--- config.mk ---
export PLATFORM = sky130hd
export DESIGN_NAME = irResult
export DESIGN_NICKNAME = d
export VERILOG_FILES = /design/src/rtl/irPkg.sv /design/src/rtl/irResult.sv
export SDC_FILE = /design/constraint.sdc
export NUM_CORES = 1
export LEC_CHECK = 0
export BUFFER_PORTS_ARGS = -buffer_cell sky130_fd_sc_hd__buf_2
export CAP_MARGIN = 15
export CORE_ASPECT_RATIO = 1.4
export CORE_MARGIN = 5
export CORE_UTILIZATION = 32
export DETAILED_ROUTE_END_ITERATION = 8
export PLACE_DENSITY = 0.86
export SLEW_MARGIN = 20
export SYNTH_ARGS = -nofsm -noshare
export SYNTH_HDL_FRONTEND = slang
export SYNTH_SLANG_ARGS = --single-unit
--- constraint.sdc ---
create_clock -name vclk -period 1.35
set_clock_uncertainty 0.15 [all_clocks]
set_input_delay 0.2025 -clock vclk [all_inputs]
set_output_delay 0.2025 -clock vclk [all_outputs]
set_load 0.01 [all_outputs]
--- src/rtl/irPkg.sv ---
package irPkg;

  // Captured instruction, opcode and AC field
  typedef struct packed {
    logic [0:8]  op;
    logic [9:12] ac;
  } irFieldsT;

  // One dispatch half-entry, even or odd
  typedef struct packed {
    logic [0:2]  a;
    logic [0:2]  b;
    logic        p;
    logic [7:10] jLow;
  } dramEntryT;

  // Full RAM word, J bits 1-4 shared by both halves
  typedef struct packed {
    dramEntryT   even;
    dramEntryT   odd;
    logic [1:4]  jCommon;
  } dramWordT;

  // Latched dispatch result
  typedef struct packed {
    logic [0:2]  dramA;
    logic [0:2]  dramB;
    logic [0:10] dramJ;
    logic        p;
    logic        oddParity;
  } dispatchT;

  typedef struct packed {
    logic [0:8]  dradr;
    logic [9:12] irac;
    logic        enIoJrst;
    logic        enAc;
    logic        jrst;
    logic        jrst0;
    logic        ioLegal;
    logic        acEq0;
    // IR bits 6-12, the AC part feeds the JRST J substitution
    logic [6:12] ir;
  } decodeStatusT;

  typedef struct packed {
    logic [0:35] ad;
    logic        adCarryOut;
  } edpT;

  typedef struct packed {
    logic        drive;
    logic [0:35] data;
  } ebusT;

  typedef enum logic [2:0] {
    loadXyEven  = 3'd0,
    loadXyOdd   = 3'd1,
    loadJCommon = 3'd2,
    loadJEven   = 3'd3,
    loadJOdd    = 3'd4,
    setEnIoJrst = 3'd5,
    setEnAc     = 3'd6,
    unused      = 3'd7
  } diagFuncE;

  localparam logic [0:8] jrstOpcode = 9'o254;

endpackage
--- src/rtl/irResult.sv ---
`timescale 1ns/1ps

module irResult (
  input  logic                diagReadFunc13X,
  input  logic [2:0]          diagFunc,
  input  irPkg::decodeStatusT status,
  input  irPkg::dispatchT     dispatch,
  input  logic                testSatisfied,
  input  logic                adEq0,
  input  logic [2:0]          norm,
  output irPkg::ebusT         ebus
);

  logic [0:5] group;

  // Six-bit diagnostic group per function code
  always_comb begin
    case (diagFunc)
      3'd0: begin
        group = {norm, status.dradr[0:2]};
      end
      3'd1: begin
        group = status.dradr[3:8];
      end
      3'd2: begin
        group = {status.enIoJrst, status.enAc, status.irac};
      end
      3'd3: begin
        group = {dispatch.dramA, dispatch.dramB};
      end
      3'd4: begin
        group = {testSatisfied, status.jrst0, dispatch.dramJ[1:4]};
      end
      3'd5: begin
        group = {dispatch.p, dispatch.oddParity, dispatch.dramJ[7:10]};
      end
      3'd6: begin
        // Carry taps of the real board read as zero here
        group = {adEq0, status.ioLegal, status.acEq0, 3'b000};
      end
      default: begin
        group = 6'b000000;
      end
    endcase
  end

  // Board only drives EBUS during its read strobe
  always_comb begin
    ebus.drive = diagReadFunc13X;
    ebus.data  = '0;
    if (diagReadFunc13X) begin
      ebus.data[0:5] = group;
    end
  end

endmodule

## Word level (Yosys, flattened, before mapping)

Index checks and enable logic that the tools add are counted.

- Input port bits: 54
- Logic and storage cells: 9
- Bits in registers: 0

- Reduce and logical (&&, ||, !) cells: 1
- Muxes and demuxes: 2
- Eq/ne operators: 6

Operator list:

| operator | count |
|---|---|
| 6-bit case mux with 7 select lines | 1 |
| 3-bit == test, second input constant | 3 |
| 3-bit by 2-bit == test with 1-bit output, second input constant | 2 |
| 6-bit 2-to-1 mux | 1 |
| 3-bit by 1-bit == test with 1-bit output, second input constant | 1 |
| 3-bit zero test | 1 |

## Longest topological paths before layout

- Depth after elaboration: 3
- Gate-level depth with buffers: 6

## Worst setup path after synthesis

OpenSTA, ideal clock, no wires.

- Path type: input port to output port
- From: input port diagFunc[0]
- To: output port ebus[33] (netlist bit)
- Data required time: 998 ps
- Buffers on the path: 2
- Path slack: -40 ps
- Arrival time: 1,038 ps
- Cell stages on the path: 6
- Path through: buf_6 -> buf_8 -> nand2b_1 -> a21oi_1 -> o21ai_0 -> a31oi_1

RTL lines:

| what | RTL line | RTL |
|---|---|---|
| start: declaration | irResult.sv:5 | `input logic [2:0] diagFunc,` |
| end: declaration | irResult.sv:11 | `output irPkg::ebusT ebus` |

==> metrics.txt <==
Core Util, Final=48.46%; storage element area=0 um2; failing checks=setup timing; DRT Pass-1 Iters=4; area grow syn2layout=44.36%; DRC=0; dpl hpwl=1.634 mm; CP max FO=5; DR iter-0 viols=5; CLK BUF=0; number of global-route vias before repair=682; maximum vdd drop=0.1160 mV; Routed Antenna Nets=0; worst slack, placed=-0.2720 ns; crit start category=input pin; Fin. Hold Viols=0; outcome=complete, but fails checks; CP peak stage delay=0.30 ns; mean routed wirelength per cell=11.68 um; fin crit share=108.5%; Die Y-Extent=63.51 um; crit path time final=1.465 ns; largest net degree at the start of global routing=13; Pwr Density=307.3 nW/um2; worst setup margin=-0.1153 ns; Core ar.=1949 um2; sequential area share after synthesis=0%; post-synthesis cell count=92; Multi-input gate area=536.8 um2; GRT Total Usage=11.16%; num ports=91; first-pass GRT wire length=2.670 mm; port buffer count=50; # fillers=226; HP Class=input pin to output port; CP Capture Type=output port; initial antenna violation count=0; Yosys warnings=0; CP cell instances=buf_12 > mux2_4 > a222oi_1 > nor2_1 > buf_2; die area=3062 um2; Std-Cell Rows=19; Synth Area per Inst=7.113 um2; num sequential=0; Total Routed Length=1.939 mm; CTS Hold Buffers Added=0; Routability Congestion=0.7123; Critical-path top delay cell=a222oi_1; via count=742; post-synthesis cell type count=22; Fin Setup TNS=-0.4610 ns; Synth Cell Area=654.4 um2; WS Path Type=input pin to output port; leakage power total=0.5214 nW; RSZ-0062 raised after global routing=true; Max-cap violations=0; Final nets=201; die width=48.22 um; critical path data required time=1.00 ns; total power=0.2903 mW; n_diodes=0; Critical Path AT=1.11 ns; max-slew violation count=0; setup violators final=6; Initial Util=33.57%; share of cells above drive strength 1=54.48%; max frequency=682.5 MHz; via/cell ratio=4.470; Congestion Overflow GR=0
-- critical path, delay by kind of cell --
kind | cells | cell delay, ns
and+or+nand+nor | 1 | 0.07
muxes | 1 | 0.29
AOI/OAI and AO/OA | 1 | 0.30
buffers and inverters | 2 | 0.25
-- stage by stage --
stage                     instance area, um2  hold slack (ns)  instances
after floorplan                        784.5           0.3468        121
after global placement                 847.1           0.4690        164
after detailed placement               847.1           0.4690        164
after CTS                              913.4           0.4814        166
after global routing                   944.7           0.4966        166
final                                  944.7           0.4758        166
-- synthesized netlist by cell type, drive strengths merged --
library cell | count | area share [%]
nand3 | 4 | 3.1
buf | 36 | 42
inv | 1 | 0.57
a31oi | 3 | 2.9
mux2i | 7 | 11
nor2 | 5 | 4.0
and3 | 1 | 1.7
o21ai | 8 | 6.1
mux2 | 5 | 8.6
nand2 | 4 | 2.3
a21oi | 4 | 3.1
a211oi | 2 | 2.3
clkbuf | 1 | 0.57
conb | 1 | 0.57
nand2b | 3 | 2.9
nand3b | 5 | 5.7
a222oi | 2 | 3.1
-- what timing repair did --
item,in CTS,in global routing
pin swaps,4,4
endpoints found under the setup margin,6,6
resized for setup,15,7
gates cloned,1,0
setup buffers,1,0
-- cell families after synthesis --
logic type             after synthesis  synth area share [%]
buffers and inverters               38                 43.02
and+or+nand+nor                     22                 19.69
AOI/OAI and AO/OA                   19                 17.40
muxes                               12                 19.31
other                                1                0.5731
-- placed cells by master, fill, tap and decap left out --
cell | netlist | routed
mux2_4 | 0 | 2
a211oi_2 | 0 | 2
buf_4 | 31 | 9
a21oi_1 | 4 | 1
nand3_1 | 4 | 4
buf_6 | 1 | 2
nand2_2 | 0 | 1
a31oi_2 | 0 | 2
nor2_4 | 1 | 1
o21ai_1 | 3 | 7
nand2b_1 | 3 | 2
nand2_1 | 4 | 3
nand2b_4 | 0 | 1
buf_12 | 0 | 1
conb_1 | 1 | 30
nand3b_1 | 5 | 5
buf_16 | 0 | 1
a31oi_1 | 3 | 1
and3_4 | 1 | 1
a21oi_2 | 0 | 3
o21ai_2 | 0 | 1
nor2_1 | 4 | 4
mux2_2 | 5 | 3
a222oi_1 | 2 | 2
inv_2 | 1 | 1
buf_2 | 3 | 48
mux2i_1 | 7 | 7
-- routing by layer --
metal | GRT usage (%) | vias up | wire, um
met2 | 19.77 | 54 | 955
li1 | - | 366 | -
met3 | 1.140 | 0 | 321
met5 | 0 | - | 0
met4 | 0 | 0 | 0
met1 | 14.62 | 322 | 662
-- report_power, final --
part           internal, mW  switching, mW
sequential                0              0
clock                     0              0
combinational         0.146          0.144
-- area by class of cell --
type | instances | share of cell area [%]
inverters | 1 | 0.3974
repair buffers | 61 | 40.00
multi-input cells | 83 | 56.82
well taps | 21 | 2.781
-- worst paths after layout --
check                  startpoint  cells past startpoint       end  slack (ns)
hold / removal    diagReadFunc13X                      2  ebus[36]        0.48
setup / recovery      diagFunc[0]                      5  ebus[31]       -0.12
Power figures use the tool's default switching activity.
