## config.mk

```make
export PLATFORM = sky130hd
export DESIGN_NAME = irDecode
export DESIGN_NICKNAME = d
export VERILOG_FILES = /design/src/rtl/irPkg.sv /design/src/rtl/irDecode.sv
export SDC_FILE = /design/constraint.sdc
export NUM_CORES = 1
export LEC_CHECK = 0
export BUFFER_PORTS_ARGS = -buffer_cell sky130_fd_sc_hd__buf_2
export CAP_MARGIN = 25
export CORE_AREA = 2 2 62 76
export DETAILED_ROUTE_END_ITERATION = 6
export DIE_AREA = 0 0 64 78
export PLACE_DENSITY = 0.93
export SETUP_SLACK_MARGIN = 0.05
export SLEW_MARGIN = 25
export SYNTH_ARGS = -nofsm -noshare
export SYNTH_HDL_FRONTEND = slang
export SYNTH_SLANG_ARGS = --single-unit
```

## constraint.sdc

```tcl
create_clock -name eboxClk -period 3.3 [get_ports eboxClk]
set_input_delay 0.33 -clock eboxClk [delete_from_list [all_inputs] [get_ports eboxClk]]
set_output_delay 0.33 -clock eboxClk [all_outputs]
set_load 0.02 [all_outputs]
```

## src/rtl/irPkg.sv

```systemverilog
package irPkg;

  // Captured instruction, opcode and AC field
  typedef struct packed {
    logic [0:8]  op;
    logic [9:12] ac;
  } irFieldsT;

  // One dispatch half-entry, even or odd
  typedef struct packed {
    logic [0:2]  a;
    logic [0:2]  b;
    logic        p;
    logic [7:10] jLow;
  } dramEntryT;

  // Full RAM word, J bits 1-4 shared by both halves
  typedef struct packed {
    dramEntryT   even;
    dramEntryT   odd;
    logic [1:4]  jCommon;
  } dramWordT;

  // Latched dispatch result
  typedef struct packed {
    logic [0:2]  dramA;
    logic [0:2]  dramB;
    logic [0:10] dramJ;
    logic        p;
    logic        oddParity;
  } dispatchT;

  typedef struct packed {
    logic [0:8]  dradr;
    logic [9:12] irac;
    logic        enIoJrst;
    logic        enAc;
    logic        jrst;
    logic        jrst0;
    logic        ioLegal;
    logic        acEq0;
    // IR bits 6-12, the AC part feeds the JRST J substitution
    logic [6:12] ir;
  } decodeStatusT;

  typedef struct packed {
    logic [0:35] ad;
    logic        adCarryOut;
  } edpT;

  typedef struct packed {
    logic        drive;
    logic [0:35] data;
  } ebusT;

  typedef enum logic [2:0] {
    loadXyEven  = 3'd0,
    loadXyOdd   = 3'd1,
    loadJCommon = 3'd2,
    loadJEven   = 3'd3,
    loadJOdd    = 3'd4,
    setEnIoJrst = 3'd5,
    setEnAc     = 3'd6,
    unused      = 3'd7
  } diagFuncE;

  localparam logic [0:8] jrstOpcode = 9'o254;

endpackage
```

## src/rtl/irDecode.sv

```systemverilog
`timescale 1ns/1ps

module irDecode (
  input  logic                eboxClk,
  input  logic                rstN,
  input  logic [0:35]         cacheDataRead,
  input  irPkg::edpT          edp,
  input  logic                mbXfer,
  input  logic                loadIR,
  input  logic                loadDRAM,
  input  logic [2:0]          diagFunc,
  input  logic                diagLoadFunc06X,
  input  logic [0:35]         ebusIn,
  output irPkg::irFieldsT     ir,
  output irPkg::decodeStatusT status,
  output logic [0:7]          ramIndex,
  output logic                selOdd
);

  logic [0:12] irNext;
  logic [0:12] irBits;
  logic [9:12] irac;
  logic        enIoJrst;
  logic        enAc;
  logic [0:8]  dradr;
  logic [0:8]  addr;
  logic        instr7xx;
  logic        instr774;
  logic        jrst;

  // Data path wins over cache when the MB transfer is active
  assign irNext = mbXfer ? edp.ad[0:12] : cacheDataRead[0:12];

  always_ff @(posedge eboxClk or negedge rstN) begin
    if (!rstN) begin
      ir   <= '0;
      irac <= '0;
    end else if (loadIR) begin
      ir   <= irNext;
      irac <= enAc ? irNext[9:12] : 4'b0000;
    end
  end

  // Enable flags, only written by diagnostic functions 5 and 6
  always_ff @(posedge eboxClk or negedge rstN) begin
    if (!rstN) begin
      enIoJrst <= 1'b0;
      enAc     <= 1'b0;
    end else if (diagLoadFunc06X) begin
      if (diagFunc == irPkg::setEnIoJrst) begin
        enIoJrst <= ebusIn[0];
      end
      if (diagFunc == irPkg::setEnAc) begin
        enAc <= ebusIn[0];
      end
    end
  end

  assign irBits = ir;

  // I/O class remap for 7XX opcodes
  assign instr7xx = (&irBits[0:2]) & enIoJrst;
  assign instr774 = &irBits[3:6];

  always_comb begin
    if (instr7xx) begin
      addr = {irBits[0:2], irBits[7:9] | {3{instr774}}, irBits[10:12]};
    end else begin
      addr = irBits[0:8];
    end
  end

  // RAM is addressed from the current IR, dradr keeps the loaded copy
  assign ramIndex = addr[0:7];
  assign selOdd   = addr[8];

  always_ff @(posedge eboxClk or negedge rstN) begin
    if (!rstN) begin
      dradr <= '0;
    end else if (loadDRAM) begin
      dradr <= addr;
    end
  end

  assign jrst = (ir.op == irPkg::jrstOpcode);

  assign status.dradr    = dradr;
  assign status.irac     = irac;
  assign status.enIoJrst = enIoJrst;
  assign status.enAc     = enAc;
  assign status.jrst     = jrst;
  assign status.jrst0    = jrst && (ir.ac == 4'b0000);
  assign status.ioLegal  = &ir.op[3:6];
  assign status.acEq0    = (ir.ac == 4'b0000);
  assign status.ir       = irBits[6:12];

endmodule

```

* After elaboration in Yosys (flattened, before gate mapping)
Cells that the tools add are included.
Word-level totals: bits of input ports 118, output and inout port bits 48, bits in registers 28
Operators by class: mux-type cells 3, bitwise gates (word level) 2, reductions and logical operators 6, equal/unequal tests 3
Operator list (count):
- 13-bit 2-to-1 mux | 1
- 9-bit by 8-bit equality test with 1-bit output (second input constant) | 1
- 3-bit equality test (second input constant) | 2
- 6-bit 2-to-1 mux | 1
- 4-bit zero test | 1
- 4-bit 2-to-1 mux | 1
- 2-bit AND reduction | 2
- 4-bit AND reduction | 1
- 3-bit bitwise OR | 1
- 3-bit AND reduction | 1
- 1-bit bitwise AND | 1
- 1-bit logical AND | 1

* Logic depth before layout (Yosys ltp)
Gate-level depths: netlist of the first run.
depth in word-level cells 3, gate-level depth with buffers 4

* Least setup slack after synthesis of the first run
No wires, ideal clock.
path type register to output, start register ir[3] (netlist bit), end output status[9] (netlist bit), setup slack 1360 ps, stages on the path, launching flop included 3, path buffers 0, data arrival time 1610 ps, required time 2970 ps, cells stage by stage dfrtp_1 nor4_1 and2_1
RTL lines:
- start, declared | line irDecode.sv:14 | output irPkg::irFieldsT ir,
- start signal, assigned | line irDecode.sv:39 | ir <= irNext;
- end, declared | line irDecode.sv:15 | output irPkg::decodeStatusT status,

==> results.json, run 1 <==
{
  "post-route-min-period_ns": 1.937,
  "area_growth_pct": 27.46,
  "placed_cells": 247,
  "cts_tree": "yes",
  "crit_arrival_ns": 1.61,
  "io_buffers": 83,
  "path_delay_family": "simple AND/OR/NAND/NOR gates",
  "drv_slew": 0,
  "grt_pass1_wl_um": 5713,
  "die_area_um2": 4992,
  "synth_top_family_by_area": "multiplexers",
  "grt_pass1_vias": 1134,
  "synth-xor-area-share_pct": 0,
  "synth_top_cell_by_area": "dfrtp_1",
  "worstSetupPathDepth": 4,
  "relSlewSlack_pct": 58.41,
  "synth.area.top_cells": "dfrtp_1 (48%), mux2i_1 (9.0%), mux2_4 (8.3%)",
  "tightest_slew_ns": 0.6238,
  "hpwl_um": 2878,
  "critPathKind": "flip-flop to primary output",
  "firstDrtPassIters": 4,
  "fin_util_pct": 44.01,
  "grt_max_degree": 32,
  "routabilityCongestion": 0.7343,
  "startpoint_type": "flip-flop",
  "clk_latency_ns": 0.27,
  "timing.final.ws_setup_ns": 1.363,
  "crit_required_ns": 2.97,
  "cts_setup_buffers": 0,
  "crit_path_end": "status[9]",
  "leakage_uw": 0.0009419,
  "worstRegToRegCells": 3,
  "grt_overflow": 0,
  "critical_path.max_fanout": 6,
  "yosysTopAreaCellShare_pct": 48.36,
  "instances_no_fill": 251,
  "io_pins": 166,
  "min_period_over_period_pct": 58.69,
  "drt-vias-per-instance": 4.773,
  "antenna_found_initial": 0,
  "setup_violations": 0,
  "worstSetupStartpoint": "ir[4]",
  "start_util_pct": 34.53,
  "fp.dieH_um": 78,
  "r2r-start": "ir[10]",
  "maxCapViolCount": 0,
  "drive_gt1_share_pct": 52.82,
  "worstReg2RegEnd": "dradr[8]",
  "synthAdderAreaFrac_pct": 0,
  "wl_um": 3698,
  "synthCells": 129,
  "rows": 26,
  "ff2ff_setup_slack_ns": 1.83,
  "crit_path_cell_trace": "nor4_1 > and4b_1 > and2_1 > buf_2",
  "wl_per_cell_um": 14.73,
  "diodes": 0,
  "cts.sinks": 28,
  "synthMuxAreaShare_pct": 22.71,
  "synth_compound_area_share_pct": 8.377,
  "place_area_um2": 1792,
  "ys_types": 24,
  "cp-end-kind": "primary output",
  "place_ws_ns": 1.686,
  "status": "complete, no violations",
  "drt_iter0_markers": 81,
  "critPathBufInv": 1,
  "vdd_ir_drop_max_v": 0.0002162,
  "ys_warn_count": 0,
  "max-clock-path-buffers": 2,
  "ant_nets": 0,
  "hold_buffers": 0,
  "die-width_um": 64,
  "yosys.area_share.simple_pct": 9.672,
  "avgSynthCellArea_um2": 11.23,
  "max_clock_freq_mhz": 516.3,
  "critPathMaxStageDelay_ns": 0.47,
  "drc": 0,
  "path_clk_slew_ns": 0.09,
  "core_area_um2": 4197,
  "finalInstanceArea_um2": 1847,
  "track_usage_pct": 14.52,
  "htree_levels": 1,
  "root_buffer": "clkbuf_8",
  "ys_seq_area_share_pct": 48.36,
  "numCtsBuffers": 3,
  "hold_violations": 0,
  "vias": 1198,
  "cts_resized": 0,
  "final_nets": 314,
  "syn_nets": 247,
  "syn_area_um2": 1449,
  "finalClockSkew_ns": 0.004427,
  "hp-class": "input pin to asynchronous set/reset pin",
  "crit_slowest_cell": "dfrtp_1",
  "tns_ns": 0,
  "rsz0062_at_grt": "no",
  "powerDensity_nw_per_um2": 516.4,
  "ys_ff_latch": 28
}
## sequential cells by signal, indices dropped and copies added (netlist names)
signal and cells:
dradr 9, enIoJrst 1, ir 13, enAc 1, irac 4
## worst min-delay path by stage
| stage | slack, ns | cells after the start | endpoint | startpoint |
|---|---|---|---|---|
| final | 0.07 | 1 | dradr[7] | rstN |
| after detailed placement | 0.38 | 1 | dradr[0] | rstN |
| after floorplan | 0.03 | 0 | dradr[0] | rstN |
| after CTS | 0.09 | 1 | dradr[7] | rstN |
| after global routing | 0.11 | 1 | dradr[4] | rstN |
| after global placement | 0.38 | 1 | dradr[0] | rstN |
## logic make-up after synthesis
family | after synthesis
DFF | 28
AOI/OAI and AO/OA | 21
buffers and inverters | 25
muxes | 28
and+or+nand+nor | 27
## stage by stage
| step | power [µW] | hold WS (ns) |
|---|---|---|
| after global routing | 1005 | 0.1088 |
| after CTS | 962.3 | 0.08676 |
| final | 953.8 | 0.06901 |
| after floorplan | 660.7 | 0.03441 |
| after global placement | 746.8 | 0.3783 |
| after detailed placement | 754.7 | 0.3841 |
## power by group
group          total, µW  switching, µW  leakage, µW  internal [µW]
combinational        307            181     0.000592            126
sequential           439           48.7     0.000322            391
clock                208            101    0.0000288            107
total                954            330     0.000942            623
## cell usage after synthesis, drive strengths merged
master  number
o21ai        1
mux2        15
and3         1
a31oi        1
buf         19
and4b        1
clkbuf       2
dfrtp       28
o22ai        4
nand4b       2
mux2i       13
nor4         2
nor2        14
nand4        1
a41o         2
and2         2
inv          4
and4         1
nand2        3
a21oi       13
## cells in the final DEF (no fill, tap or decap)
| master | count |
|---|---|
| a41o_1 | 2 |
| nand4_1 | 1 |
| nor2_1 | 14 |
| and4_4 | 1 |
| nand4b_1 | 2 |
| dfrtp_1 | 28 |
| and2_1 | 2 |
| and4b_1 | 1 |
| o22ai_1 | 4 |
| nor4_1 | 2 |
| and3_1 | 1 |
| buf_2 | 83 |
| a31oi_1 | 1 |
| mux2_4 | 8 |
| mux2i_1 | 13 |
| mux2_2 | 7 |
| clkbuf_8 | 4 |
| nand2_1 | 3 |
| a21oi_1 | 13 |
| o21ai_0 | 1 |
| inv_1 | 4 |
## layer usage
layer	vias up	wire length, µm	GRT usage, %
met5	-	0	0
met4	0	9	1.957
met3	2	399	4.348
met2	69	1609	22.81
met1	556	1679	20.09
li1	571	-	-
## cell type report
class	instances	area, µm²
fillers	405	2350
flip-flops and latches	28	700.7
multi-input cells	76	590.6
repair buffers	83	415.4
well taps	56	70.07
clock buffers	4	55.05
inverters	4	15.01
No activity file was read; power rests on OpenSTA's default activity.
==> run 2, diff against run 1 <==
ABC_AREA = 1   (was not set)
CORE_AREA = 2 2 67 81   (was 2 2 62 76)
DIE_AREA = 0 0 69 83   (was 0 0 64 78)
PLACE_DENSITY = 0.87   (was 0.93)
clock period = 1.55 ns   (was 3.3 ns; I/O delays follow)
==> run 2 against run 1 <==
Global-route usage rose by 0.39 points. Core utilization fell by 0.46 points. Area after synthesis rose by 2.8%. Wire length rose by 16%. Hold slack improved by 0.077 ns. Critical endpoint unchanged. Largest power group unchanged.
==> results.json, run 2 <==
{
  "finalClockSkew_ns": 0.003500,
  "path_delay_family": "flip-flops",
  "final_cell_mix": "buf_2 (74), nand2_1 (33), dfrtp_1 (26)",
  "met2_length_um": 1961,
  "multi_input_area_um2": 561.8,
  "fp.dieH_um": 83,
  "ys_types": 21,
  "crit_arrival_ns": 1.37,
  "io_buffers": 83,
  "routabilityCongestion": 0.7603,
  "min_period_over_period_pct": 98.54,
  "htree_levels": 1,
  "p_int_uw": 1362,
  "ys_ff_latch": 28,
  "clk_latency_ns": 0.27,
  "maxCapViolCount": 0,
  "p_switching_uw": 730.8,
  "synth_commonest_cells": "nand2_1 (34), inv_1 (29), dfrtp_1 (28), buf_4 (15)",
  "p_clk_share_pct": 21.4,
  "vdd_ir_drop_max_v": 0.0003971,
  "crit_required_ns": 1.39,
  "drt_iter0_markers": 67,
  "crit_path_cell_trace": "buf_4 > nor2_2 > nand4_1 > nor3_2 > buf_4",
  "synth_edf_count": 0,
  "startpoint_type": "flip-flop",
  "powerDensity_nw_per_um2": 980.1,
  "synth_top_cell_by_area": "dfrtp_1",
  "wl_met3_um": 319,
  "synthFlopType": "dfrtp_1",
  "async_flop_share_pct": 100.0,
  "drt-met1-wl_um": 2001,
  "tns_ns": 0,
  "cts_tree": "yes",
  "grt_max_degree": 31,
  "critPathBufInv": 2,
  "area_growth_pct": 43.33,
  "crit_slowest_cell": "dfrtp_2",
  "leakage_uw": 0.001193,
  "seqPwrFrac_pct": 42.4,
  "grt_pass1_vias": 1436,
  "p_comb_share_pct": 36.2,
  "start_util_pct": 30.38,
  "timing.final.ws_setup_ns": 0.02257,
  "wl_um": 4305,
  "final_nets": 395,
  "highest_layer": "met4",
  "max-clock-path-buffers": 2,
  "die-width_um": 69,
  "drv_slew": 0,
  "cp-end-kind": "primary output",
  "grt_overflow": 0,
  "drc": 0,
  "yosysTopAreaCellShare_pct": 47.02,
  "ys_seq_area_share_pct": 47.02,
  "vias": 1539,
  "drive_gt1_share_pct": 46.74,
  "swShare_pct": 34.91,
  "mostFrequentLayoutCell": "buf_2",
  "syn_nets": 305,
  "fill_cells": 495,
  "wl_per_cell_um": 12.81,
  "diodes": 0,
  "post-route-min-period_ns": 1.527,
  "critical_path.max_fanout": 4,
  "grt_pass1_wl_um": 6900,
  "critPathKind": "flip-flop to primary output",
  "rsz0062_at_grt": "yes",
  "synthCells": 187,
  "relSlewSlack_pct": 57.04,
  "drt-vias-per-instance": 4.580,
  "hp-class": "input pin to flip-flop",
  "crit_top_cell": "buf_4",
  "path_clk_slew_ns": 0.10,
  "synth.most_common_cell": "nand2_1",
  "core_area_um2": 4905,
  "max_clock_freq_mhz": 654.7,
  "regMostFlops": "ir",
  "die_area_um2": 5727,
  "setup_violations": 0,
  "largest_reg_flops": 13,
  "critPathMaxStageDelay_ns": 0.44,
  "status": "complete, no violations",
  "syn_area_um2": 1490,
  "rows": 28,
  "synth.area.top_cells": "dfrtp_1 (47%), nand2_1 (8.6%), buf_4 (7.6%)",
  "cts.sinks": 28,
  "io_pins": 166,
  "root_buffer": "clkbuf_8",
  "antenna_found_initial": 0,
  "avgSynthCellArea_um2": 7.969,
  "ys_warn_count": 0,
  "tightest_slew_ns": 0.6444,
  "ant_nets": 0,
  "track_usage_pct": 14.90,
  "numCtsBuffers": 3,
  "firstDrtPassIters": 4,
  "hpwl_um": 3241,
  "place_ws_ns": 0.2538,
  "reg_top3": "ir: 13 flops, dradr: 9 flops, irac: 4 flops",
  "seqCellArea_um2": 703.2,
  "hold_violations": 0
}
[run 2: worst min-delay path: cells and delay by family]
| family | cells | cell delay, ns |
|---|---|---|
| buffers and inverters | 1 | 0.07 |
| AO/OA/AOI/OAI | 1 | 0.11 |
| AND/OR/NAND/NOR | 1 | 0.03 |
[run 2: cell families (layout without fill, tap and decap cells)]
logic type / after synthesis / count (layout) / synth area share, %
buffers and inverters: 50 / 139 / 17.13
AND/OR/NAND/NOR: 78 / 78 / 24.35
AO/OA/AOI/OAI: 31 / 31 / 11.50
flip-flops: 28 / 28 / 47.02
[run 2: layer usage]
metal  GRT usage (%)  up-vias
met4           2.674        0
met5               0        -
met3           2.549        2
li1                -      770
met1           20.64      692
met2           24.65       75
[run 2: what timing repair did]
item / in CTS / in global routing
gates resized for setup: 8 / 24
setup buffers: 10 / 12
hold buffers: 1 / 0
endpoints found under the hold margin: 28 / 0
cloned: 0 / 0
pin swaps: 5 / 12
setup endpoints to repair: 7 / 9
[run 2: per-stage QoR]
step                util [%]  power, µW  instances  hold WS [ns]  area [µm²]
floorplan                  -       1321        187       -0.1406        1490
global placement       37.47       1504        310        0.1888        1838
detailed placement     37.47       1521        310        0.2060        1838
CTS                    40.66       2027        325        0.1415        1994
global route           43.55       2217        336        0.1577        2136
finish                 43.55       2093        336        0.1464        2136
[run 2: worst paths after layout]
kind                            slack, ns        end  cells past startpoint     start
worst max register to register       0.18   dradr[7]                      7    ir[10]
worst min-delay path                 0.15      ir[7]                      3   edp[31]
max in group asynchronous            0.66     ir[10]                      2      rstN
worst max-delay path                 0.02  status[9]                      5    ir[10]
min in group asynchronous            0.44   dradr[6]                      2      rstN
worst min register to register       0.49   dradr[6]                      2  dradr[6]
[run 2: power groups by stage]
stage	Clock [µW]	Sequential (µW)	Combinational (µW)
after floorplan	0	997	324
final	448	888	757
after global routing	493	901	823
after global placement	0	905	599
after detailed placement	0	910	611
after CTS	461	892	674
[run 2: area by class of cell]
type                    instances  area share (%)
multi-input cells             109           26.30
repair buffers                105           29.41
inverters                      30           5.272
clock buffers                   4           2.578
well taps                      60           3.515
flip-flops and latches         28           32.92
