<file path="config.mk">
export PLATFORM = sky130hd
export DESIGN_NAME = irExecute
export DESIGN_NICKNAME = d
export VERILOG_FILES = /design/src/rtl/irPkg.sv /design/src/rtl/irExecute.sv
export SDC_FILE = /design/constraint.sdc
export NUM_CORES = 1
export LEC_CHECK = 0
export BUFFER_PORTS_ARGS = -buffer_cell sky130_fd_sc_hd__buf_2
export CORE_UTILIZATION = 31
export DETAILED_ROUTE_END_ITERATION = 7
export GPL_TIMING_DRIVEN = 1
export PLACE_DENSITY = 0.81
export SETUP_SLACK_MARGIN = 0.15
export SLEW_MARGIN = 10
export SYNTH_ARGS = -nofsm -noshare
export SYNTH_HDL_FRONTEND = slang
export SYNTH_SLANG_ARGS = --single-unit
export TNS_END_PERCENT = 20
</file>
<file path="constraint.sdc">
create_clock -name eboxClk -period 1.93 [get_ports eboxClk]
set_clock_uncertainty 0.2 [all_clocks]
set_input_delay 0.0965 -clock eboxClk [delete_from_list [all_inputs] [get_ports eboxClk]]
set_output_delay 0.0965 -clock eboxClk [all_outputs]
set_load 0.03 [all_outputs]
</file>
<file path="src/rtl/irPkg.sv">
package irPkg;

  // Captured instruction, opcode and AC field
  typedef struct packed {
    logic [0:8]  op;
    logic [9:12] ac;
  } irFieldsT;

  // One dispatch half-entry, even or odd
  typedef struct packed {
    logic [0:2]  a;
    logic [0:2]  b;
    logic        p;
    logic [7:10] jLow;
  } dramEntryT;

  // Full RAM word, J bits 1-4 shared by both halves
  typedef struct packed {
    dramEntryT   even;
    dramEntryT   odd;
    logic [1:4]  jCommon;
  } dramWordT;

  // Latched dispatch result
  typedef struct packed {
    logic [0:2]  dramA;
    logic [0:2]  dramB;
    logic [0:10] dramJ;
    logic        p;
    logic        oddParity;
  } dispatchT;

  typedef struct packed {
    logic [0:8]  dradr;
    logic [9:12] irac;
    logic        enIoJrst;
    logic        enAc;
    logic        jrst;
    logic        jrst0;
    logic        ioLegal;
    logic        acEq0;
    // IR bits 6-12, the AC part feeds the JRST J substitution
    logic [6:12] ir;
  } decodeStatusT;

  typedef struct packed {
    logic [0:35] ad;
    logic        adCarryOut;
  } edpT;

  typedef struct packed {
    logic        drive;
    logic [0:35] data;
  } ebusT;

  typedef enum logic [2:0] {
    loadXyEven  = 3'd0,
    loadXyOdd   = 3'd1,
    loadJCommon = 3'd2,
    loadJEven   = 3'd3,
    loadJOdd    = 3'd4,
    setEnIoJrst = 3'd5,
    setEnAc     = 3'd6,
    unused      = 3'd7
  } diagFuncE;

  localparam logic [0:8] jrstOpcode = 9'o254;

endpackage
</file>
<file path="src/rtl/irExecute.sv">
`timescale 1ns/1ps

module irExecute (
  input  logic                eboxClk,
  input  logic                rstN,
  input  logic                loadDRAM,
  input  irPkg::dramWordT     ramWord,
  input  logic                selOdd,
  input  irPkg::decodeStatusT status,
  input  irPkg::edpT          edp,
  input  logic [0:8]          cramMagic,
  output irPkg::dispatchT     dispatch,
  output logic                testSatisfied,
  output logic                adEq0,
  output logic [2:0]          norm
);

  logic             loadDramD;
  logic             selOddD;
  irPkg::dramEntryT entry;
  logic [7:10]      jLowSel;
  irPkg::dispatchT  dispatchNext;
  logic             aGtB;
  logic             magic7Ne8;

  // ramWord was read at the loadDRAM edge, so track the half select with it
  always_ff @(posedge eboxClk or negedge rstN) begin
    if (!rstN) begin
      loadDramD <= 1'b0;
      selOddD   <= 1'b0;
    end else begin
      loadDramD <= loadDRAM;
      selOddD   <= selOdd;
    end
  end

  assign entry = selOddD ? ramWord.odd : ramWord.even;

  // JRST dispatches on the AC field instead of the stored low J bits
  assign jLowSel = status.jrst ? status.ir[9:12] : entry.jLow;

  assign dispatchNext.dramA     = entry.a;
  assign dispatchNext.dramB     = entry.b;
  assign dispatchNext.dramJ     = {1'b0, ramWord.jCommon, 2'b00, jLowSel};
  assign dispatchNext.p         = entry.p;
  assign dispatchNext.oddParity = ^{entry.a, entry.b, entry.p, ramWord.jCommon, jLowSel};

  always_ff @(posedge eboxClk or negedge rstN) begin
    if (!rstN) begin
      dispatch <= '0;
    end else if (loadDramD) begin
      dispatch <= dispatchNext;
    end
  end

  assign adEq0     = ~|edp.ad;
  assign aGtB      = edp.ad[0] ^ edp.adCarryOut;
  assign magic7Ne8 = cramMagic[7] ^ cramMagic[8];

  // B0 inverts the sense of the skip/jump test
  assign testSatisfied = (|{dispatch.dramB[1] & adEq0,
                            dispatch.dramB[2] & aGtB & cramMagic[7],
                            dispatch.dramB[2] & edp.ad[0] & cramMagic[8],
                            magic7Ne8 & edp.adCarryOut}) ^ dispatch.dramB[0];

  // Normalize priority encoder
  always_comb begin
    if (edp.ad[0]) begin
      norm = 3'd1;
    end else if (|edp.ad[1:6]) begin
      norm = 3'd2;
    end else if (edp.ad[7]) begin
      norm = 3'd3;
    end else if (edp.ad[8]) begin
      norm = 3'd4;
    end else if (edp.ad[9]) begin
      norm = 3'd5;
    end else if (edp.ad[10]) begin
      norm = 3'd6;
    end else if (|edp.ad[11:35]) begin
      norm = 3'd7;
    end else begin
      norm = 3'd0;
    end
  end

endmodule

</file>
# After elaboration in Yosys (flattened, before gate mapping)
# Cells that the tools add are included.
# W data, S select, Z words.
[word_totals] regBits=18 output_inout_bits=24
[op_classes] n_mux=9 n_bitwise=9 n_reduce_logical=6
[op_table] cell="$reduce_or A36 Y1" n=1
[op_table] cell="$reduce_or A25 Y1" n=1
[op_table] cell="$mux W3" n=7
[op_table] cell="$reduce_xor A15 Y1" n=1
[op_table] cell="$mux W11" n=1
[op_table] cell="$and A1 B1 Y1" n=6
[op_table] cell="$reduce_or A6 Y1" n=1
[op_table] cell="$mux W4" n=1
[op_table] cell="$reduce_or A4 Y1" n=1
[op_table] cell="$xor A1 B1 Y1" n=3
[op_table] cell="$logic_not A1 Y1" n=1

# Logic depth before layout (Yosys ltp)
# Gate-level depths: netlist of the first run.
[logic_depth] word_depth=8 ltp_mapped=8

# Worst setup path before layout of the first run
# OpenSTA, ideal clock, no wires.
[synth_path] kind="input to output" from="input port edp[2] in the netlist's numbering" to="output port testSatisfied" t_arrival_ps=1784 t_required_ps=1633 path_slack_ps=-151 path_stages=6 path_buffers=0 path_cell_list="nor4_1 nand4_1 nor3_1 and3_1 a21oi_1 xnor2_1"
[synth_via] elab_chain_len=5
[synth_lines] item="start: declaration" line="irExecute.sv:10" rtl="input irPkg::edpT edp,"
[synth_lines] item="$reduce_or A36 Y1" line="irExecute.sv:56" rtl="assign adEq0 = ~|edp.ad;"
[synth_lines] item="$logic_not A1 Y1" line="irExecute.sv:56"
[synth_lines] item="named net adEq0" line="irExecute.sv:14" rtl="output logic adEq0,"
[synth_lines] item="$and A1 B1 Y1" line="irExecute.sv:61" rtl="assign testSatisfied = (|{dispatch.dramB[1] & adEq0,"
[synth_lines] item="$reduce_or A4 Y1" line="irExecute.sv:61"
[synth_lines] item="$xor A1 B1 Y1" line="irExecute.sv:64" rtl="magic7Ne8 & edp.adCarryOut}) ^ dispatch.dramB[0];"
[synth_lines] item="end: declaration" line="irExecute.sv:13" rtl="output logic testSatisfied,"
# The timed path passes the listed nets, and every way through them passes these cells.

# Final worst setup path of the first run
[layout_path] from="register selOddD" to="register dispatch[0] in the netlist's numbering"
[layout_via] elab_chain_len=3
[layout_lines] item="start: declaration" line="irExecute.sv:19" rtl="logic selOddD;"
[layout_lines] item="start signal: assignment" line="irExecute.sv:33" rtl="selOddD <= selOdd;"
[layout_lines] item="$mux W11 (*)" line="irExecute.sv:37" rtl="assign entry = selOddD ? ramWord.odd : ramWord.even;"
[layout_lines] item="$mux W4" line="irExecute.sv:40" rtl="assign jLowSel = status.jrst ? status.ir[9:12] : entry.jLow;"
[layout_lines] item="$reduce_xor A15 Y1 (*)" line="irExecute.sv:46" rtl="assign dispatchNext.oddParity = ^{entry.a, entry.b, entry.p, ramWord.jCommon, jLowSel};"
[layout_lines] item="end signal: assignment" line="irExecute.sv:52" rtl="dispatch <= dispatchNext;"
[layout_lines] item="end: declaration" line="irExecute.sv:12" rtl="output irPkg::dispatchT dispatch,"
# Mark *: on every way between the ends. The rest lies on a longest branch, timed or not.
# A chain may end at the register's enable or synchronous reset.

==> impl_results.md, run 1 <==
- Outcome: complete, but fails checks
- Failing checks: setup timing
- Slew Viols, Final: 0
- Lkg Pwr: 1.006 nW
- Largest net degree at the start of global routing: 19
- Dpl cells: 264
- Most frequent cells in the layout: buf_2 (93), dfrtp_1 (18), dlygate4sd3_1 (15)
- Ant diodes: 0
- Critical R2R Capture: dispatch[0]$_DFFE_PN0P_
- Via count: 1330
- Antenna-violating nets left: 0
- Fin cells: 285
- Total Routed Length: 3.401 mm
- Startpoint Class: flop
- WP buf/inv: 1
- Largest stage delay on the critical path: 0.42 ns
- All-Layer GR Usage: 0.1801
- CP Max Fanout: 5
- Root Buffer: clkbuf_8
- Worst R2R Setup Slack: -0.08 ns
- Skew-Pair Late Insertion Delay: 0.24 ns
- # DRC: 0
- Finished Cell Area: 2011 µm²
- FP Rows: 22
- Critical-path cell list: buf_6 -> mux2i_4 -> xnor2_2 -> xnor3_1 -> xnor2_1 -> mux2_2
- Final min period: 2.011 ns
- Yosys top cell by area: dfrtp_1
- Critical path type: flop to flop
- Gpl congestion: 0.7531
- Worst r2r path cells: 6
- 1st-pass router iterations: 4
- Placed cell areas: 1732 µm²
- Share of cells above drive strength 1: 0.5401
- Synth area leaders: dfrtp_1 (38%), mux2i_1 (12%), mux2_2 (8.5%), xnor2_1 (7.4%), nor2_1 (4.4%)
- Syn Inst Count: 119
- Power per cell area: 621.8 nW/µm²
- Die area: 4082 µm²
- I/O pins: 126
- Worst Hold Launch: ramWord[25]
- Area of the mapped netlist: 1187 µm²
- Hold Path Depth: 3
- R2r startpoint: selOddD$_DFF_PN0_
- Die extent in x: 63.89 µm
- Final setup viols: 1
- Sink of the worst hold path: dispatch[18]$_DFFE_PN0P_
- Layout area overhead: 69.34%
- Final HPWL DP: 2.644 mm
- RSZ-0062 raised after global routing: yes
- Initial antenna violation count: 0
- Vias/cell: 4.667
- Vias in the first global route: 1395
- Clock Pin Slew Worst Setup and Hold Paths: 0.06 ns
- Clk sinks: 18
- Setup WS pre-CTS: -0.1161 ns
- Sequential-to-total area share from yosys stat: 0.3793
- Nets: 341
- Global route overflow: 0
- Final hold violation count: 0
- CTS max path bufs: 2
- First-pass GRT wire length: 5.727 mm
- Core area: 3661 µm²
- Peak Freq: 0.4972 GHz
- WL per Instance: 11.93 µm
- Max stage delay cell, worst path: xnor3_1
- CTS H-tree depth: 1
- Final WS setup: -0.08124 ns
- CP endpoint kind: flop
- Final Cycle Share: 1.042
- Max-Cap Viols: 0
- Peak supply drop: 547.4 µV
- Port Buffer Count: 94
- Synthesis Warnings: 0
- Hold Slack: 0.001059 ns
- Req. time, crit path: 1.86 ns
- Die height: 63.89 µm
- Initial Util: 0.3243
- Synth unique cells: 26
- CTS tree: done
- Hold Crit Class: primary input to flop
- Setup_tns: -0.08124 ns
- Initial DRC Count: 25
- Cell family with most CP delay: XOR/XNOR gates
- CTS Buf Count: 3
- Yosys reg bits: 18
- Arrival @ worst endpoint: 1.94 ns
- Share of the synthesized area in the top cell type: 0.3793
- Mean Syn Cell Area: 9.978 µm²
- Most common cell after layout, fill and taps aside: buf_2
- Overall power: 1.250 mW
- Final core occ: 0.5492
report_power, final:
group	leakage, nW	internal (mW)	switching [mW]	total [mW]
registers	0.208	0.426	0.0303	0.456
clock network	0.0216	0.138	0.111	0.249
logic	0.777	0.266	0.279	0.545
worst max-delay path by stage:
| stage | cells after the start | startpoint | endpoint | slack, ns |
|---|---|---|---|---|
| after floorplan | 7 | selOddD$_DFF_PN0_ | dispatch[0]$_DFFE_PN0P_ | -0.03 |
| after global placement | 6 | selOddD$_DFF_PN0_ | dispatch[0]$_DFFE_PN0P_ | -0.12 |
| after detailed placement | 6 | selOddD$_DFF_PN0_ | dispatch[0]$_DFFE_PN0P_ | -0.12 |
| after CTS | 6 | selOddD$_DFF_PN0_ | dispatch[0]$_DFFE_PN0P_ | -0.09 |
| after global routing | 6 | selOddD$_DFF_PN0_ | dispatch[0]$_DFFE_PN0P_ | -0.17 |
| final | 6 | selOddD$_DFF_PN0_ | dispatch[0]$_DFFE_PN0P_ | -0.08 |
registers in the layout (all words and copies together) (netlist names):
name       cells
dispatch      16
loadDramD      1
selOddD        1
logic make-up after synthesis:
family          synth area share
xor+xnor                  0.1433
buf+inv                  0.05479
compound gates           0.08114
other cells             0.003158
mux                       0.2034
simple gates              0.1349
flops                     0.3793
routing by layer:
metal / vias up / GRT usage / wire length [µm]
li1: 653 / - / -
met1: 631 / 0.1853 / 1360
met2: 40 / 0.3484 / 1835
met3: 6 / 0.03929 / 167
met4: 0 / 0.06818 / 38
met5: - / 0 / 0
cells in the mapped netlist:
master and number:
clkbuf_1 2, nor3_1 6, nand2_1 6, mux2i_1 14, xnor2_1 10, o21bai_1 2
o21ai_1 2, a21oi_1 10, mux2_2 9, inv_1 1, and3_1 1, nand3_1 1
xnor3_1 1, dfrtp_1 18, buf_4 3, o21ai_0 1, nor2_1 14, a21boi_0 1
xnor2_2 1, conb_1 1, o21ai_2 1, buf_6 1, nor4_1 6, xor2_1 5
buf_12 1, nand4_1 1
repair_timing:
action                                  4_1_cts  5_1_grt
endpoints found under the setup margin        3        4
hold buffers                                 15        0
buffers inserted                              3        0
endpoints found under the hold margin        28        0
resized for setup                             9        3
pin swaps                                     7        2
worst register-to-register path: cells and delay by family, from the launching register on:
family / cells / cell delay [ns]
XOR/XNOR: 3 / 0.69
multiplexers: 2 / 0.51
buffers and inverters: 1 / 0.14
flip-flops: 1 / 0.36
layout make-up:
type | count | area [µm²]
inverters | 1 | 3.754
repair buffers | 120 | 709.4
multi-input cells | 95 | 745.7
fillers | 343 | 1650
flip-flops and latches | 18 | 450.4
clock buffers | 3 | 41.29
well taps | 48 | 60.06
(Power assumes the default switching activity.)
==> run 2: changes to the inputs <==
Settings changed: PLACE_DENSITY 0.81 to unset, PLACE_DENSITY_LB_ADDON set to 0.1, SLEW_MARGIN 10 to 20.
==> run 2 against run 1 <==
Against the previous run: register-to-register slack worse by 0.03 ns; core utilization rose by 1.6 points; the flow finishes with violations (hold timing, setup timing); worst setup slack got worse by 0.026 ns; total power grew 6.6%; via count fell by 1.1%; critical endpoint unchanged; flip-flop and latch count unchanged.
==> impl_results.md, run 2 (same netlist as run 1, synthesis figures left out) <==
- Total Routed Length: 3.331 mm (-2.1%)
- Peak Freq: 0.4909 GHz (-1.3%)
- Clock Pin Slew Worst Setup and Hold Paths: 0.07 ns (about the same)
- CP Max Fanout: 4 (-1)
- Share of cells above drive strength 1: 0.5654 (+0.02532)
- Final Cycle Share: 1.055 (+0.01332)
- CTS Buf Count: 3 (unchanged)
- Port Buffer Count: 94 (unchanged)
- FP Rows: 22 (unchanged)
- Via count: 1315 (-1.1%)
- Critical path type: flop to flop
- Clk sinks: 18 (unchanged)
- Largest stage delay on the critical path: 0.45 ns (+0.03 ns)
- Final min period: 2.037 ns (+0.02571 ns)
- Initial Util: 0.3243 (unchanged)
- Outcome: complete, but fails checks
- Startpoint Class: flop
- Top flop regs: dispatch: 16 flops, loadDramD: 1 flops, selOddD: 1 flops
- Hold Slack: -0.002032 ns (-0.003092 ns)
- WP buf/inv: 1 (unchanged)
- CTS max path bufs: 2 (unchanged)
- Max stage delay cell, worst path: dfrtp_2
- Placed cell areas: 1739 µm² (+0.43%)
- 1st-pass router iterations: 4 (unchanged)
- RSZ-0062 raised after global routing: yes
- Die extent in x: 63.89 µm (unchanged)
- # DRC: 0 (unchanged)
- Ant diodes: 0 (unchanged)
- Finished Cell Area: 2071 µm² (+3.0%)
- Root Buffer: clkbuf_8
- Initial DRC Count: 24 (-4.0%)
- Initial antenna violation count: 0 (unchanged)
- Vias/cell: 4.614 (-1.1%)
- Crit path from: selOddD$_DFF_PN0_
- Skew-Pair Late Insertion Delay: 0.25 ns (about the same)
- I/O pins: 126 (unchanged)
- WL per Instance: 11.69 µm (-2.1%)
- Power per cell area: 643.7 nW/µm² (+3.5%)
- Final HPWL DP: 2.600 mm (-1.7%)
- CTS H-tree depth: 1 (unchanged)
- All-Layer GR Usage: 0.1638 (-0.01634)
- Vias in the first global route: 1318 (-5.5%)
- Max reg flops: 16 (unchanged)
- Failing checks: hold timing, setup timing
- Antenna-violating nets left: 0 (unchanged)
- Lkg Pwr: 1.030 nW (+2.4%)
- CP endpoint kind: flop
- Req. time, crit path: 1.87 ns (about the same)
- Cell family with most CP delay: XOR/XNOR gates
- First-pass GRT wire length: 5.271 mm (-8.0%)
- Gpl congestion: 0.7041 (-6.5%)
- Max-Cap Viols: 0 (unchanged)
- CTS tree: done
- Setup WS pre-CTS: -0.1876 ns (-0.07145 ns)
- Most frequent cells in the layout: buf_2 (91), dfrtp_1 (17), nor2_1 (14), dlygate4sd3_1 (14)
- Peak supply drop: 456.3 µV (-17%)
- Final setup viols: 1 (unchanged)
- Layout area overhead: 74.39%
- Slew Viols, Final: 0 (unchanged)
- Die area: 4082 µm² (unchanged)
- Largest reg by FF count: dispatch
- Critical-path cell list: buf_6 -> mux2i_4 -> xnor2_2 -> xnor3_1 -> xnor2_1 -> mux2_4
- Arrival @ worst endpoint: 1.97 ns (+0.03 ns)
- Overall power: 1.333 mW (+6.6%)
- Largest net degree at the start of global routing: 19 (unchanged)
- Most common cell after layout, fill and taps aside: buf_2
- Core area: 3661 µm² (unchanged)
- Final WS setup: -0.1070 ns (-0.02571 ns)
- Global route overflow: 0 (unchanged)
- Hold Crit Class: primary input to flop
- Final hold violation count: 1 (+1)
- R2r startpoint: selOddD$_DFF_PN0_
- Worst Hold Launch: ramWord[11]
- Die height: 63.89 µm (unchanged)
- Nets: 340 (-0.29%)
[run 2: stage by stage]
stage / util / hold WS (ns) / TNS, ns / instances
finish: 0.5656 / -0.002032 / -0.1070 / 285
global route: 0.5656 / 0.01609 / -0.1817 / 285
CTS: 0.5403 / 0.00002148 / -0.1359 / 284
detailed placement: 0.4751 / -0.1395 / -0.2190 / 265
global placement: 0.4751 / -0.1505 / -0.1458 / 265
floorplan: - / -0.3991 / -0.03029 / 121
[run 2: routing by layer]
layer | share of wire | routed length [µm] | track usage
met5 | 0 | 0 | 0
met4 | 0.0027 | 9 | 0.04261
met3 | 0.076 | 253 | 0.03214
met2 | 0.54 | 1793 | 0.3191
met1 | 0.38 | 1275 | 0.1763
[run 2: timing repair]
action | in CTS | in global routing
hold endpoints to repair | 29 | 0
hold buffers | 15 | 0
pin swaps | 4 | 9
buffers inserted | 0 | 1
gates resized for setup | 8 | 17
setup endpoints to repair | 2 | 3
[run 2: area by class of cell]
class | count | area (µm²)
fillers | 346 | 1590
multi-input cells | 95 | 783.3
repair buffers | 119 | 716.9
flip-flops and latches | 18 | 451.7
well taps | 48 | 60.06
clock buffers | 4 | 55.05
inverters | 1 | 3.754
[run 2: worst paths after layout]
| kind | endpoint | slack (ns) | cells after the start |
|---|---|---|---|
| worst max-delay path | dispatch[0]$_DFFE_PN0P_ | -0.11 | 6 |
| worst min-delay path | dispatch[15]$_DFFE_PN0P_ | -0.002 | 3 |
| min in group asynchronous | dispatch[2]$_DFFE_PN0P_ | 0.11 | 2 |
| max in group asynchronous | selOddD$_DFF_PN0_ | 1.10 | 2 |
| worst max register to register | dispatch[0]$_DFFE_PN0P_ | -0.11 | 6 |
| worst min register to register | dispatch[2]$_DFFE_PN0P_ | 0.30 | 1 |
[run 2: worst min-delay path, stage by stage]
cell,delay [ns]
buf_2,0.10
mux2i_1,0.08
a21oi_1,0.13
[run 2: power by group]
part           switching (mW)  internal (mW)  leakage [nW]
logic                   0.285          0.286         0.794
clock network           0.123          0.181        0.0288
registers              0.0322          0.426         0.207
total                   0.440          0.893          1.03
